[src/logic/rv_decode_pkg.sv]
package rv_decode_pkg;

    typedef logic [31:0] inst_t;
    typedef logic [4:0]  reg_addr_t;
    typedef logic [63:0] xlen_t;

    // field positions in the instruction word
    localparam int OPCODE_LSB = 0;
    localparam int RD_LSB     = 7;
    localparam int FUNCT3_LSB = 12;
    localparam int RS1_LSB    = 15;
    localparam int RS2_LSB    = 20;
    localparam int FUNCT7_LSB = 25;

    localparam logic [6:0] OPC_OP        = 7'b0110011;
    localparam logic [6:0] OPC_OP_IMM    = 7'b0010011;
    localparam logic [6:0] OPC_OP_32     = 7'b0111011;
    localparam logic [6:0] OPC_OP_IMM_32 = 7'b0011011;
    localparam logic [6:0] OPC_LOAD      = 7'b0000011;
    localparam logic [6:0] OPC_STORE     = 7'b0100011;
    localparam logic [6:0] OPC_BRANCH    = 7'b1100011;
    localparam logic [6:0] OPC_JAL       = 7'b1101111;
    localparam logic [6:0] OPC_JALR      = 7'b1100111;
    localparam logic [6:0] OPC_LUI       = 7'b0110111;
    localparam logic [6:0] OPC_AUIPC     = 7'b0010111;
    localparam logic [6:0] OPC_SYSTEM    = 7'b1110011;

    localparam inst_t EBREAK_INST = 32'h0010_0073;

    typedef enum logic [3:0] {
        CLS_NONE, CLS_OP, CLS_OP_IMM, CLS_OP_32, CLS_OP_IMM_32,
        CLS_LOAD, CLS_STORE, CLS_BRANCH, CLS_JAL, CLS_JALR,
        CLS_LUI, CLS_AUIPC, CLS_SYSTEM
    } op_class_e;

    typedef enum logic [3:0] {
        ALU_ADD, ALU_SUB, ALU_SLL, ALU_SLT, ALU_SLTU,
        ALU_XOR, ALU_SRL, ALU_SRA, ALU_OR, ALU_AND
    } alu_op_e;

    // operand b source, pc forms used by auipc and jumps
    typedef enum logic [1:0] {SRC_REG, SRC_IMM, SRC_PC_IMM, SRC_PC_FOUR} src_sel_e;

    typedef enum logic [2:0] {BR_NONE, BR_EQ, BR_NE, BR_LT, BR_GE, BR_LTU, BR_GEU} br_cond_e;

    typedef enum logic [2:0] {IMM_NONE, IMM_I, IMM_S, IMM_B, IMM_U, IMM_J} imm_fmt_e;

    typedef enum logic [1:0] {MEM_BYTE, MEM_HALF, MEM_WORD, MEM_DWORD} mem_size_e;

    typedef struct packed {
        alu_op_e  alu_op;
        src_sel_e src_sel;
        logic     word_op;
        br_cond_e br_cond;
        logic     legal;
    } alu_ctrl_t;

    typedef struct packed {
        logic      load;
        logic      store;
        mem_size_e size;
        logic      unsigned_ld;
        logic [7:0] byte_mask;
        logic      legal;
    } mem_ctrl_t;

    typedef struct packed {
        reg_addr_t  rs1;
        reg_addr_t  rs2;
        reg_addr_t  rd;
        logic       reg_wen;
        alu_op_e    alu_op;
        src_sel_e   src_sel;
        logic       word_op;
        br_cond_e   br_cond;
        xlen_t      imm;
        logic       load;
        logic       store;
        mem_size_e  size;
        logic       unsigned_ld;
        logic [7:0] byte_mask;
        logic       jump;
        logic       jalr;
        logic       ebreak;
        logic       illegal;
    } decode_out_t;

endpackage
[src/logic/decode_top.sv]
`timescale 1ns/1ps

module decode_top (
    input  logic                        clk,
    input  logic                        arst_n,
    input  logic                        in_valid,
    output logic                        in_ready,
    input  rv_decode_pkg::inst_t        inst,
    output logic                        out_valid,
    input  logic                        out_ready,
    output rv_decode_pkg::decode_out_t  out
);

    rv_decode_pkg::op_class_e op_class;
    rv_decode_pkg::imm_fmt_e  imm_fmt;
    rv_decode_pkg::alu_ctrl_t alu;
    rv_decode_pkg::mem_ctrl_t mem;
    rv_decode_pkg::xlen_t     imm;

    decode_ctrl i_ctrl (
        .clk       (clk),
        .arst_n    (arst_n),
        .in_valid  (in_valid),
        .in_ready  (in_ready),
        .inst      (inst),
        .op_class  (op_class),
        .imm_fmt   (imm_fmt),
        .alu       (alu),
        .mem       (mem),
        .imm       (imm),
        .out_valid (out_valid),
        .out_ready (out_ready),
        .out       (out)
    );

    alu_decode i_alu_decode (
        .op_class (op_class),
        .inst     (inst),
        .alu      (alu)
    );

    // format picked by the class in decode_ctrl
    imm_gen i_imm_gen (
        .imm_fmt (imm_fmt),
        .inst    (inst),
        .imm     (imm)
    );

    mem_decode i_mem_decode (
        .op_class (op_class),
        .inst     (inst),
        .mem      (mem)
    );

endmodule

[src/logic/decode_ctrl.sv]
`timescale 1ns/1ps

module decode_ctrl (
    input  logic                        clk,
    input  logic                        arst_n,
    input  logic                        in_valid,
    output logic                        in_ready,
    input  rv_decode_pkg::inst_t        inst,
    output rv_decode_pkg::op_class_e    op_class,
    output rv_decode_pkg::imm_fmt_e     imm_fmt,
    input  rv_decode_pkg::alu_ctrl_t    alu,
    input  rv_decode_pkg::mem_ctrl_t    mem,
    input  rv_decode_pkg::xlen_t        imm,
    output logic                        out_valid,
    input  logic                        out_ready,
    output rv_decode_pkg::decode_out_t  out
);

    logic [6:0]               opcode;
    logic [2:0]               funct3;
    rv_decode_pkg::reg_addr_t rd_f;
    rv_decode_pkg::reg_addr_t rs1_f;
    rv_decode_pkg::reg_addr_t rs2_f;
    logic                     use_rs1;
    logic                     use_rs2;
    logic                     use_rd;
    logic                     jump;
    logic                     jalr;
    logic                     opc_bad;
    logic                     is_ebreak;
    logic                     illegal;
    logic                     accept;
    rv_decode_pkg::decode_out_t rec;

    assign opcode = inst[rv_decode_pkg::OPCODE_LSB +: 7];
    assign funct3 = inst[rv_decode_pkg::FUNCT3_LSB +: 3];
    assign rd_f   = inst[rv_decode_pkg::RD_LSB +: 5];
    assign rs1_f  = inst[rv_decode_pkg::RS1_LSB +: 5];
    assign rs2_f  = inst[rv_decode_pkg::RS2_LSB +: 5];

    always_comb begin
        op_class  = rv_decode_pkg::CLS_NONE;
        imm_fmt   = rv_decode_pkg::IMM_NONE;
        use_rs1   = 1'b0;
        use_rs2   = 1'b0;
        use_rd    = 1'b0;
        jump      = 1'b0;
        jalr      = 1'b0;
        opc_bad   = 1'b0;
        is_ebreak = 1'b0;
        case (opcode)
            rv_decode_pkg::OPC_OP: begin
                op_class = rv_decode_pkg::CLS_OP;
                {use_rs1, use_rs2, use_rd} = 3'b111;
            end
            rv_decode_pkg::OPC_OP_32: begin
                op_class = rv_decode_pkg::CLS_OP_32;
                {use_rs1, use_rs2, use_rd} = 3'b111;
            end
            rv_decode_pkg::OPC_OP_IMM: begin
                op_class = rv_decode_pkg::CLS_OP_IMM;
                imm_fmt  = rv_decode_pkg::IMM_I;
                {use_rs1, use_rd} = 2'b11;
            end
            rv_decode_pkg::OPC_OP_IMM_32: begin
                op_class = rv_decode_pkg::CLS_OP_IMM_32;
                imm_fmt  = rv_decode_pkg::IMM_I;
                {use_rs1, use_rd} = 2'b11;
            end
            rv_decode_pkg::OPC_LOAD: begin
                op_class = rv_decode_pkg::CLS_LOAD;
                imm_fmt  = rv_decode_pkg::IMM_I;
                {use_rs1, use_rd} = 2'b11;
            end
            rv_decode_pkg::OPC_STORE: begin
                op_class = rv_decode_pkg::CLS_STORE;
                imm_fmt  = rv_decode_pkg::IMM_S;
                {use_rs1, use_rs2} = 2'b11;         // base and data, no write
            end
            rv_decode_pkg::OPC_BRANCH: begin
                op_class = rv_decode_pkg::CLS_BRANCH;
                imm_fmt  = rv_decode_pkg::IMM_B;
                {use_rs1, use_rs2} = 2'b11;
            end
            rv_decode_pkg::OPC_JAL: begin
                op_class = rv_decode_pkg::CLS_JAL;
                imm_fmt  = rv_decode_pkg::IMM_J;
                use_rd   = 1'b1;
                jump     = 1'b1;
            end
            rv_decode_pkg::OPC_JALR: begin
                op_class = rv_decode_pkg::CLS_JALR;
                imm_fmt  = rv_decode_pkg::IMM_I;
                {use_rs1, use_rd} = 2'b11;
                jump     = 1'b1;
                jalr     = 1'b1;
                opc_bad  = (funct3 != 3'b000);      // only funct3 0 defined
            end
            rv_decode_pkg::OPC_LUI: begin
                op_class = rv_decode_pkg::CLS_LUI;
                imm_fmt  = rv_decode_pkg::IMM_U;
                use_rd   = 1'b1;                    // x0 + imm
            end
            rv_decode_pkg::OPC_AUIPC: begin
                op_class = rv_decode_pkg::CLS_AUIPC;
                imm_fmt  = rv_decode_pkg::IMM_U;
                use_rd   = 1'b1;
            end
            rv_decode_pkg::OPC_SYSTEM: begin
                op_class  = rv_decode_pkg::CLS_SYSTEM;
                is_ebreak = (inst == rv_decode_pkg::EBREAK_INST);
                opc_bad   = !is_ebreak;             // ecall, csr etc not supported
            end
            default: opc_bad = 1'b1;
        endcase
    end

    assign illegal = opc_bad || !alu.legal || !mem.legal;

    always_comb begin
        rec = '0;
        if (illegal) begin
            rec.illegal = 1'b1;
        end else if (is_ebreak) begin
            rec.ebreak = 1'b1;
        end else begin
            rec.rs1         = use_rs1 ? rs1_f : '0;
            rec.rs2         = use_rs2 ? rs2_f : '0;
            rec.rd          = use_rd ? rd_f : '0;
            rec.reg_wen     = use_rd;
            rec.alu_op      = alu.alu_op;
            rec.src_sel     = alu.src_sel;
            rec.word_op     = alu.word_op;
            rec.br_cond     = alu.br_cond;
            rec.imm         = imm;
            rec.load        = mem.load;
            rec.store       = mem.store;
            rec.size        = mem.size;
            rec.unsigned_ld = mem.unsigned_ld;
            rec.byte_mask   = mem.byte_mask;
            rec.jump        = jump;
            rec.jalr        = jalr;
        end
    end

    // single slot, refills in the cycle it drains
    assign in_ready = !out_valid || out_ready;
    assign accept   = in_valid && in_ready;

    always_ff @(posedge clk or negedge arst_n) begin
        if (!arst_n) begin
            out_valid <= 1'b0;
        end else if (in_ready) begin
            out_valid <= in_valid;
        end
    end

    always_ff @(posedge clk) begin
        if (accept) begin
            out <= rec;
        end
    end

endmodule

[src/logic/mem_decode.sv]
`timescale 1ns/1ps

module mem_decode (
    input  rv_decode_pkg::op_class_e op_class,
    input  rv_decode_pkg::inst_t     inst,
    output rv_decode_pkg::mem_ctrl_t mem
);

    logic [2:0] funct3;

    assign funct3 = inst[rv_decode_pkg::FUNCT3_LSB +: 3];

    always_comb begin
        mem.load        = 1'b0;
        mem.store       = 1'b0;
        mem.size        = rv_decode_pkg::MEM_BYTE;
        mem.unsigned_ld = 1'b0;
        mem.byte_mask   = 8'h00;
        mem.legal       = 1'b1;
        case (op_class)
            rv_decode_pkg::CLS_LOAD: begin
                if (funct3 == 3'b111) begin
                    mem.legal = 1'b0;               // no ldu on rv64
                end else begin
                    mem.load        = 1'b1;
                    mem.size        = rv_decode_pkg::mem_size_e'(funct3[1:0]);
                    mem.unsigned_ld = funct3[2];
                end
            end
            rv_decode_pkg::CLS_STORE: begin
                if (funct3[2]) begin
                    mem.legal = 1'b0;
                end else begin
                    mem.store = 1'b1;
                    mem.size  = rv_decode_pkg::mem_size_e'(funct3[1:0]);
                    case (funct3[1:0])
                        2'b00:   mem.byte_mask = 8'h01;
                        2'b01:   mem.byte_mask = 8'h03;
                        2'b10:   mem.byte_mask = 8'h0f;
                        default: mem.byte_mask = 8'hff;
                    endcase
                end
            end
            default: ;
        endcase
    end

endmodule

[src/logic/imm_gen.sv]
`timescale 1ns/1ps

module imm_gen (
    input  rv_decode_pkg::imm_fmt_e imm_fmt,
    input  rv_decode_pkg::inst_t    inst,
    output rv_decode_pkg::xlen_t    imm
);

    logic sign;

    assign sign = inst[31];

    always_comb begin
        case (imm_fmt)
            rv_decode_pkg::IMM_I: begin
                imm = {{52{sign}}, inst[31:20]};
            end
            rv_decode_pkg::IMM_S: begin
                imm = {{52{sign}}, inst[31:25], inst[11:7]};
            end
            rv_decode_pkg::IMM_B: begin
                // halfword offset, bit 0 always zero
                imm = {{51{sign}}, inst[31], inst[7], inst[30:25], inst[11:8], 1'b0};
            end
            rv_decode_pkg::IMM_U: begin
                imm = {{32{sign}}, inst[31:12], 12'b0};
            end
            rv_decode_pkg::IMM_J: begin
                imm = {{43{sign}}, inst[31], inst[19:12], inst[20], inst[30:21], 1'b0};
            end
            default: begin
                imm = '0;
            end
        endcase
    end

endmodule

[src/logic/alu_decode.sv]
`timescale 1ns/1ps

module alu_decode (
    input  rv_decode_pkg::op_class_e op_class,
    input  rv_decode_pkg::inst_t     inst,
    output rv_decode_pkg::alu_ctrl_t alu
);

    logic [2:0]          funct3;
    logic [6:0]          funct7;
    logic                alt;
    logic                f7_zero;
    logic                f7_alt;
    logic                reg_form;
    rv_decode_pkg::alu_op_e base_op;

    assign funct3   = inst[rv_decode_pkg::FUNCT3_LSB +: 3];
    assign funct7   = inst[rv_decode_pkg::FUNCT7_LSB +: 7];
    assign alt      = funct7[5];                    // sub / sra select
    assign f7_zero  = (funct7 == 7'b0000000);
    assign f7_alt   = (funct7 == 7'b0100000);
    assign reg_form = (op_class == rv_decode_pkg::CLS_OP) ||
                      (op_class == rv_decode_pkg::CLS_OP_32);

    always_comb begin
        case (funct3)
            3'b000:  base_op = (alt && reg_form) ? rv_decode_pkg::ALU_SUB : rv_decode_pkg::ALU_ADD;
            3'b001:  base_op = rv_decode_pkg::ALU_SLL;
            3'b010:  base_op = rv_decode_pkg::ALU_SLT;
            3'b011:  base_op = rv_decode_pkg::ALU_SLTU;
            3'b100:  base_op = rv_decode_pkg::ALU_XOR;
            3'b101:  base_op = alt ? rv_decode_pkg::ALU_SRA : rv_decode_pkg::ALU_SRL;
            3'b110:  base_op = rv_decode_pkg::ALU_OR;
            default: base_op = rv_decode_pkg::ALU_AND;
        endcase
    end

    always_comb begin
        alu.alu_op  = rv_decode_pkg::ALU_ADD;
        alu.src_sel = rv_decode_pkg::SRC_REG;
        alu.word_op = 1'b0;
        alu.br_cond = rv_decode_pkg::BR_NONE;
        alu.legal   = 1'b1;
        case (op_class)
            rv_decode_pkg::CLS_OP: begin
                alu.alu_op = base_op;
                alu.legal  = f7_zero || (f7_alt && (funct3 == 3'b000 || funct3 == 3'b101));
            end
            rv_decode_pkg::CLS_OP_32: begin
                alu.alu_op  = base_op;
                alu.word_op = 1'b1;
                alu.legal   = (funct3 == 3'b001) ? f7_zero :
                              (funct3 == 3'b000 || funct3 == 3'b101) ? (f7_zero || f7_alt) :
                              1'b0;
            end
            rv_decode_pkg::CLS_OP_IMM: begin
                alu.alu_op  = base_op;
                alu.src_sel = rv_decode_pkg::SRC_IMM;
                // 6-bit shamt, funct7[0] belongs to it
                if (funct3 == 3'b001) begin
                    alu.legal = (funct7[6:1] == 6'b000000);
                end else if (funct3 == 3'b101) begin
                    alu.legal = (funct7[6:1] == 6'b000000) || (funct7[6:1] == 6'b010000);
                end
            end
            rv_decode_pkg::CLS_OP_IMM_32: begin
                alu.alu_op  = base_op;
                alu.src_sel = rv_decode_pkg::SRC_IMM;
                alu.word_op = 1'b1;
                alu.legal   = (funct3 == 3'b000) ? 1'b1 :
                              (funct3 == 3'b001) ? f7_zero :
                              (funct3 == 3'b101) ? (f7_zero || f7_alt) :
                              1'b0;
            end
            rv_decode_pkg::CLS_LOAD,
            rv_decode_pkg::CLS_STORE,
            rv_decode_pkg::CLS_LUI: alu.src_sel = rv_decode_pkg::SRC_IMM;
            rv_decode_pkg::CLS_AUIPC: alu.src_sel = rv_decode_pkg::SRC_PC_IMM;
            rv_decode_pkg::CLS_JAL,
            rv_decode_pkg::CLS_JALR: alu.src_sel = rv_decode_pkg::SRC_PC_FOUR;
            rv_decode_pkg::CLS_BRANCH: begin
                case (funct3)
                    3'b000: alu.br_cond = rv_decode_pkg::BR_EQ;
                    3'b001: alu.br_cond = rv_decode_pkg::BR_NE;
                    3'b100: alu.br_cond = rv_decode_pkg::BR_LT;
                    3'b101: alu.br_cond = rv_decode_pkg::BR_GE;
                    3'b110: alu.br_cond = rv_decode_pkg::BR_LTU;
                    3'b111: alu.br_cond = rv_decode_pkg::BR_GEU;
                    default: alu.legal  = 1'b0;     // 010, 011 reserved
                endcase
                // compare op for the condition
                alu.alu_op = funct3[2] ? (funct3[1] ? rv_decode_pkg::ALU_SLTU : rv_decode_pkg::ALU_SLT)
                                       : rv_decode_pkg::ALU_SUB;
            end
            default: ;
        endcase
    end

endmodule

[config.mk]
export PLATFORM = sky130hd
export DESIGN_NAME = decode_top
export DESIGN_NICKNAME = d
export VERILOG_FILES = /design/src/logic/rv_decode_pkg.sv /design/src/logic/decode_top.sv /design/src/logic/decode_ctrl.sv /design/src/logic/mem_decode.sv /design/src/logic/imm_gen.sv /design/src/logic/alu_decode.sv
export SDC_FILE = /design/constraint.sdc
export NUM_CORES = 1
export LEC_CHECK = 0
export BUFFER_PORTS_ARGS = -buffer_cell sky130_fd_sc_hd__buf_2
export CORE_ASPECT_RATIO = 1.25
export CORE_MARGIN = 1.5
export CORE_UTILIZATION = 35
export CTS_CLUSTER_SIZE = 24
export DETAILED_ROUTE_END_ITERATION = 10
export GPL_TIMING_DRIVEN = 0
export HOLD_SLACK_MARGIN = 0.06
export SLEW_MARGIN = 25
export SYNTH_ARGS = -nofsm -noshare
export SYNTH_HDL_FRONTEND = slang
export SYNTH_SLANG_ARGS = --single-unit
[constraint.sdc]
create_clock -name clk -period 4.24 [get_ports clk]
set_input_delay 0.212 -clock clk [delete_from_list [all_inputs] [get_ports clk]]
set_output_delay 0.212 -clock clk [all_outputs]
set_load 0.01 [all_outputs]
* Word-level counts from Yosys, hierarchy flattened
Index checks and enable logic that the tools add are counted.
Word-level totals: register bits after elaboration 108, bits of input ports 36, logic and storage cells 143
Operators by class: equality and inequality tests 40, muxes and demuxes 37, bitwise gates (word level) 6, reductions and logical operators 41
Operator list (count):
- $pmux W64 S5 | 1
- $pmux W4 S12 | 1
- $eq A7 B6 Y1 const B | 5
- $eq A32 B21 Y1 const B | 1
- $eq A7 B7 Y1 const B | 4
- $pmux W4 S7 | 1
- $pmux W8 S3 | 1
- $eq A7 B5 Y1 const B | 3
- $mux W1 | 21
- $reduce_or A4 Y1 | 5
- $eq A3 B3 Y1 const B | 6
- $pmux W3 S6 | 1
- $reduce_or A3 Y1 | 6
- $eq A4 B3 Y1 const B | 4
- $eq A4 B4 Y1 const B | 4
- $pmux W3 S5 | 1
- $eq A3 B2 Y1 const B | 4
- $reduce_or A10 Y1 | 1
- $reduce_or A2 Y1 | 5
- $mux W3 | 3
- $reduce_or A9 Y1 | 1
- $eq A4 B2 Y1 const B | 2
- $logic_or A1 B1 Y1 | 8
- $pmux W4 S2 | 1
- other kinds (23) | 34

* Depth between registers and ports, before layout
depth after elaboration 10, mapped depth 8, gate-level depth less buffers 5

* By module
Synthesis repeated with hierarchy kept, for this count alone.
Second synthesis, totals: cell total of the unflattened synthesis 491, area total of the unflattened synthesis 5614.1 µm²
Modules (own cells, without submodules):
- decode_ctrl | times used 1, cells an instance 306, area each 4446.8 µm²
- imm_gen | times used 1, cells an instance 98, area each 630.6 µm²
- alu_decode | times used 1, cells an instance 62, area each 365.4 µm²
- mem_decode | times used 1, cells an instance 25, area each 171.4 µm²

* Worst setup path after synthesis
No wires, ideal clock.
path type register to register, start point reg i_ctrl.out_valid, end point reg, netlist name i_ctrl.out[0], setup time 437 ps, arrival 2265 ps, path slack 1538 ps, stages on the path, launching flop included 3, buffers on the path 0, clock period less this slack 2702 ps, path through dfrtp_1 -> nand2b_1 -> and2_1
Between the ends: longest elaborated chain between the ends 3
RTL lines:
- start: declaration | line decode_ctrl.sv:14 | output logic out_valid,
- start signal: assignment | line decode_ctrl.sv:154 | out_valid <= in_valid;
- $logic_not A1 Y1 | line decode_ctrl.sv:147 | assign in_ready = !out_valid || out_ready;
- $logic_or A1 B1 Y1 | line decode_ctrl.sv:147
- named net in_ready | line decode_top.sv:7 | output logic in_ready,
- $logic_and A1 B1 Y1 | line decode_ctrl.sv:148 | assign accept = in_valid && in_ready;
- named net i_ctrl.accept | line decode_ctrl.sv:32 | logic accept;
The timed path passes the listed nets, and every way through them passes these cells. A chain may end at the register's enable or synchronous reset.

* Worst setup path in the final report
start point in inst[3], end point reg, netlist name i_ctrl.out[33]
Between the ends: longest elaborated chain between the ends 8, elaborated cells between the ends (all ways) 41, classes of those cells eq/ne (25); mux (7); reduce/logical (9)
RTL lines:
- start: declaration | line decode_top.sv:8 | input rv_decode_pkg::inst_t inst,
- $eq A7 B7 Y1 (tied with other cells) | line decode_ctrl.sv:51 | case (opcode)
- $pmux W4 S12 | line decode_ctrl.sv:51
- $eq A4 B3 Y1 (tied with other cells) | line alu_decode.sv:44 | case (op_class)
- $pmux W1 S5 | line alu_decode.sv:44
- $logic_not A1 Y1 | line decode_ctrl.sv:118 | assign illegal = opc_bad || !alu.legal || !mem.legal;
- $logic_or A1 B1 Y1 (2 in a row) | line decode_ctrl.sv:118
- $reduce_or A2 Y1 (no source line)
Several ways; a longest one is shown, not always the timed one.

==> results.toml <==
[run_status]
outcome = "finished, final reports clean"

[critical_path]
cp.arrival_ns = 2.20
slowest_stage = "nor4_2"
crit_chain = "buf_2 -> nor2_1 -> and3_1 -> buf_2 -> a21oi_1 -> nor4_2 -> buf_6 -> buf_6 -> nor3_2"
crit_type = "in -> reg"
start_kind = "primary input"
reg2reg_setup_slack_ns = 2.71
crit_required_ns = 4.30
worstPathMaxFanout = 10
end_kind = "flip-flop"
slowest_delay_ns = 0.47

[sta]
slew_headroom_pct = 33.6
finalSetupViolCount = 0
timing.final.crit_share_pct = 50.4
clock.fmax_ghz = 0.468
fin_crit_ns = 2.14
fin_hold_ws_ns = 0.0826
drv_slew = 0
rsz0062_at_grt = "false"
finalHoldViolCount = 0
worst_pin_slew_ns = 0.994
tns_ns = 0
finClkSkew_ns = 0.00633

[synthesis]
yosysWarnings = 0
synthTopCellsByArea = "edfxtp_1 (50%), nor3_2 (6.6%), buf_4 (6.5%)"
ys_types = 57
synthCells = 374
synth-compound-area-share_pct = 10.5
syn_nets = 410
synthArstFlopShare_pct = 1.39
synth_top_area_share_pct = 50.2
synth_area_leader_cell = "edfxtp_1"
synthFlopType = "edfxtp_1"
synthMuxAreaShare_pct = 0.530
synthAdderAreaFrac_pct = 0
ys_seq_area_share_pct = 50.8
ys_seq_elements = 72
synth_edf_count = 71
synth_simple_gate_area_share_pct = 27.5
synth_top_family_by_area = "simple AND/OR/NAND/NOR gates"
netlist_area_um2 = 4250
synth-xor-area-share_pct = 0.412
synth.avg_cell_area_um2 = 11.4

[global_route]
track_usage_pct = 18.2
grt_first_pass_wirelength_mm = 17.6
grt_overflow = 0
grt_max_degree = 46
grt_pass1_vias = 3295
antenna_found_initial = 0

[detailed_routing]
wirelength_mm = 11.8
ant_nets = 0
drtPass1Iterations = 4
drtIter0Drc = 211
via_count = 3571
drt-wirelength-per-cell_um = 16.9
via_per_inst = 5.13
drc = 0

[floorplanning]
start_util_pct = 36.2
core_area_um2 = 11700
die_y_um = 126
dieArea_um2 = 12800
die_w_um = 102
num_rows = 44
io_pins = 145

[layout]
drive_gt1_share_pct = 48.8
num-fill-cells = 1127
final_common_cell = "buf_2"
antenna_cells = 0
multi_input_area_um2 = 1660
final_cell_mix = "buf_2 (152), edfxtp_1 (71), buf_4 (37), a21oi_1 (29), nand2_1 (29)"
fin_area_um2 = 5530
nets = 566
seqCellArea_um2 = 2160
areaGrowthSynthToFinish_pct = 30.3

[place]
place.detailed.hpwl_mm = 8.99
portBuffers = 143
place.gp.congestion = 0.898
placed_cell_area_um2 = 5190

[clock_network]
clk_pin_slew_ns = 0.06
cts_root_buffer = "clkbuf_16"
cts_tree = "built"
htree_levels = 3
numCtsBuffers = 9
clk_latency_ns = 0.33
cts.path.max_buffers = 2
post_cts_resize_count = 0
cts_sinks = 72

[flow_run]
drv_cap = 0

[worst_hold_path]
hold_path_class = "in -> reg"

[pwr]
powerDensity_nw_per_um2 = 347
ir_drop_mv = 0.164
leakage_nw = 2.17
==> synthesized netlist by cell type (all sizes together), types with 5 or more instances <==
cell	number
nor4b	13
nor2	15
nand2	29
and3	6
nand3	8
clkbuf	8
nand2b	5
nor2b	7
buf	58
nor3	50
nor4	8
edfxtp	71
o21ai	5
a21oi	30
and2	5
==> critical path: cells and delay by family <==
family,cells,cell delay [ns]
simple gates,4,1.13
compound gates,1,0.09
buf+inv,4,0.75
==> power by group <==
group          total [mW]  internal, mW  leakage (nW)  switching (mW)
sequential          0.822         0.811         0.724          0.0112
combinational       0.241        0.0930          1.28           0.148
clock               0.858         0.572         0.162           0.286
==> layer usage <==
metal  GRT usage, %  part of all wire, %  wire length (um)  vias up
li1               -                    -                 -     1685
met1           22.8                   41              4800     1675
met2           29.6                   49              5760      179
met3           3.27                  6.4               752       32
met4           9.48                  3.7               437        0
met5              0                    0                 0        -
==> area by class of cell <==
| type | count | area share (%) |
|---|---|---|
| clock buffer | 10 | 4.14 |
| tap | 161 | 3.64 |
| clock inverter | 6 | 1.94 |
| timing repair buffer | 145 | 13.5 |
| sequential | 72 | 39.0 |
| multi-input combinational | 235 | 30.0 |
| inverter | 1 | 0.0678 |
| buffer | 66 | 7.73 |
==> state kept, by name (all words and copies together) (netlist names) <==
| register | count |
|---|---|
| i_ctrl.out | 71 |
| i_ctrl.out_valid | 1 |
==> metrics by stage <==
stage	std cells	power (mW)	util (%)	worst slack, ns
final	696	1.92	47.2	2.10
after global routing	696	1.98	47.2	1.97
after CTS	696	1.93	47.2	2.14
after detailed placement	679	1.08	44.2	1.78
after global placement	678	1.07	44.0	1.11
after floorplan	374	0.976	-	1.54
==> path summary, 6_finish.rpt <==
| path | startpoint | end | cells after the start |
|---|---|---|---|
| max | inst[3] | i_ctrl.out[33] | 9 |
| min | in_valid | i_ctrl.out_valid | 2 |
| max reg2reg | i_ctrl.out_valid | i_ctrl.out[5] | 3 |
| min reg2reg | i_ctrl.out_valid | i_ctrl.out_valid | 2 |
| max in group asynchronous | arst_n | i_ctrl.out_valid | 2 |
| min in group asynchronous | arst_n | i_ctrl.out_valid | 2 |
==> repair_timing <==
action | in CTS | in global routing
buffers inserted | 0 | 0
hold endpoints to repair | 1 | 0
hold buffers | 1 | 0
endpoints found under the setup margin | 0 | 0
==> cell families after synthesis <==
logic type,after synthesis
AO/OA/AOI/OAI,63
XOR/XNOR,2
buffers and inverters,67
flip-flops,72
multiplexers,2
AND/OR/NAND/NOR,168
No activity file was read; power rests on OpenSTA's default activity.
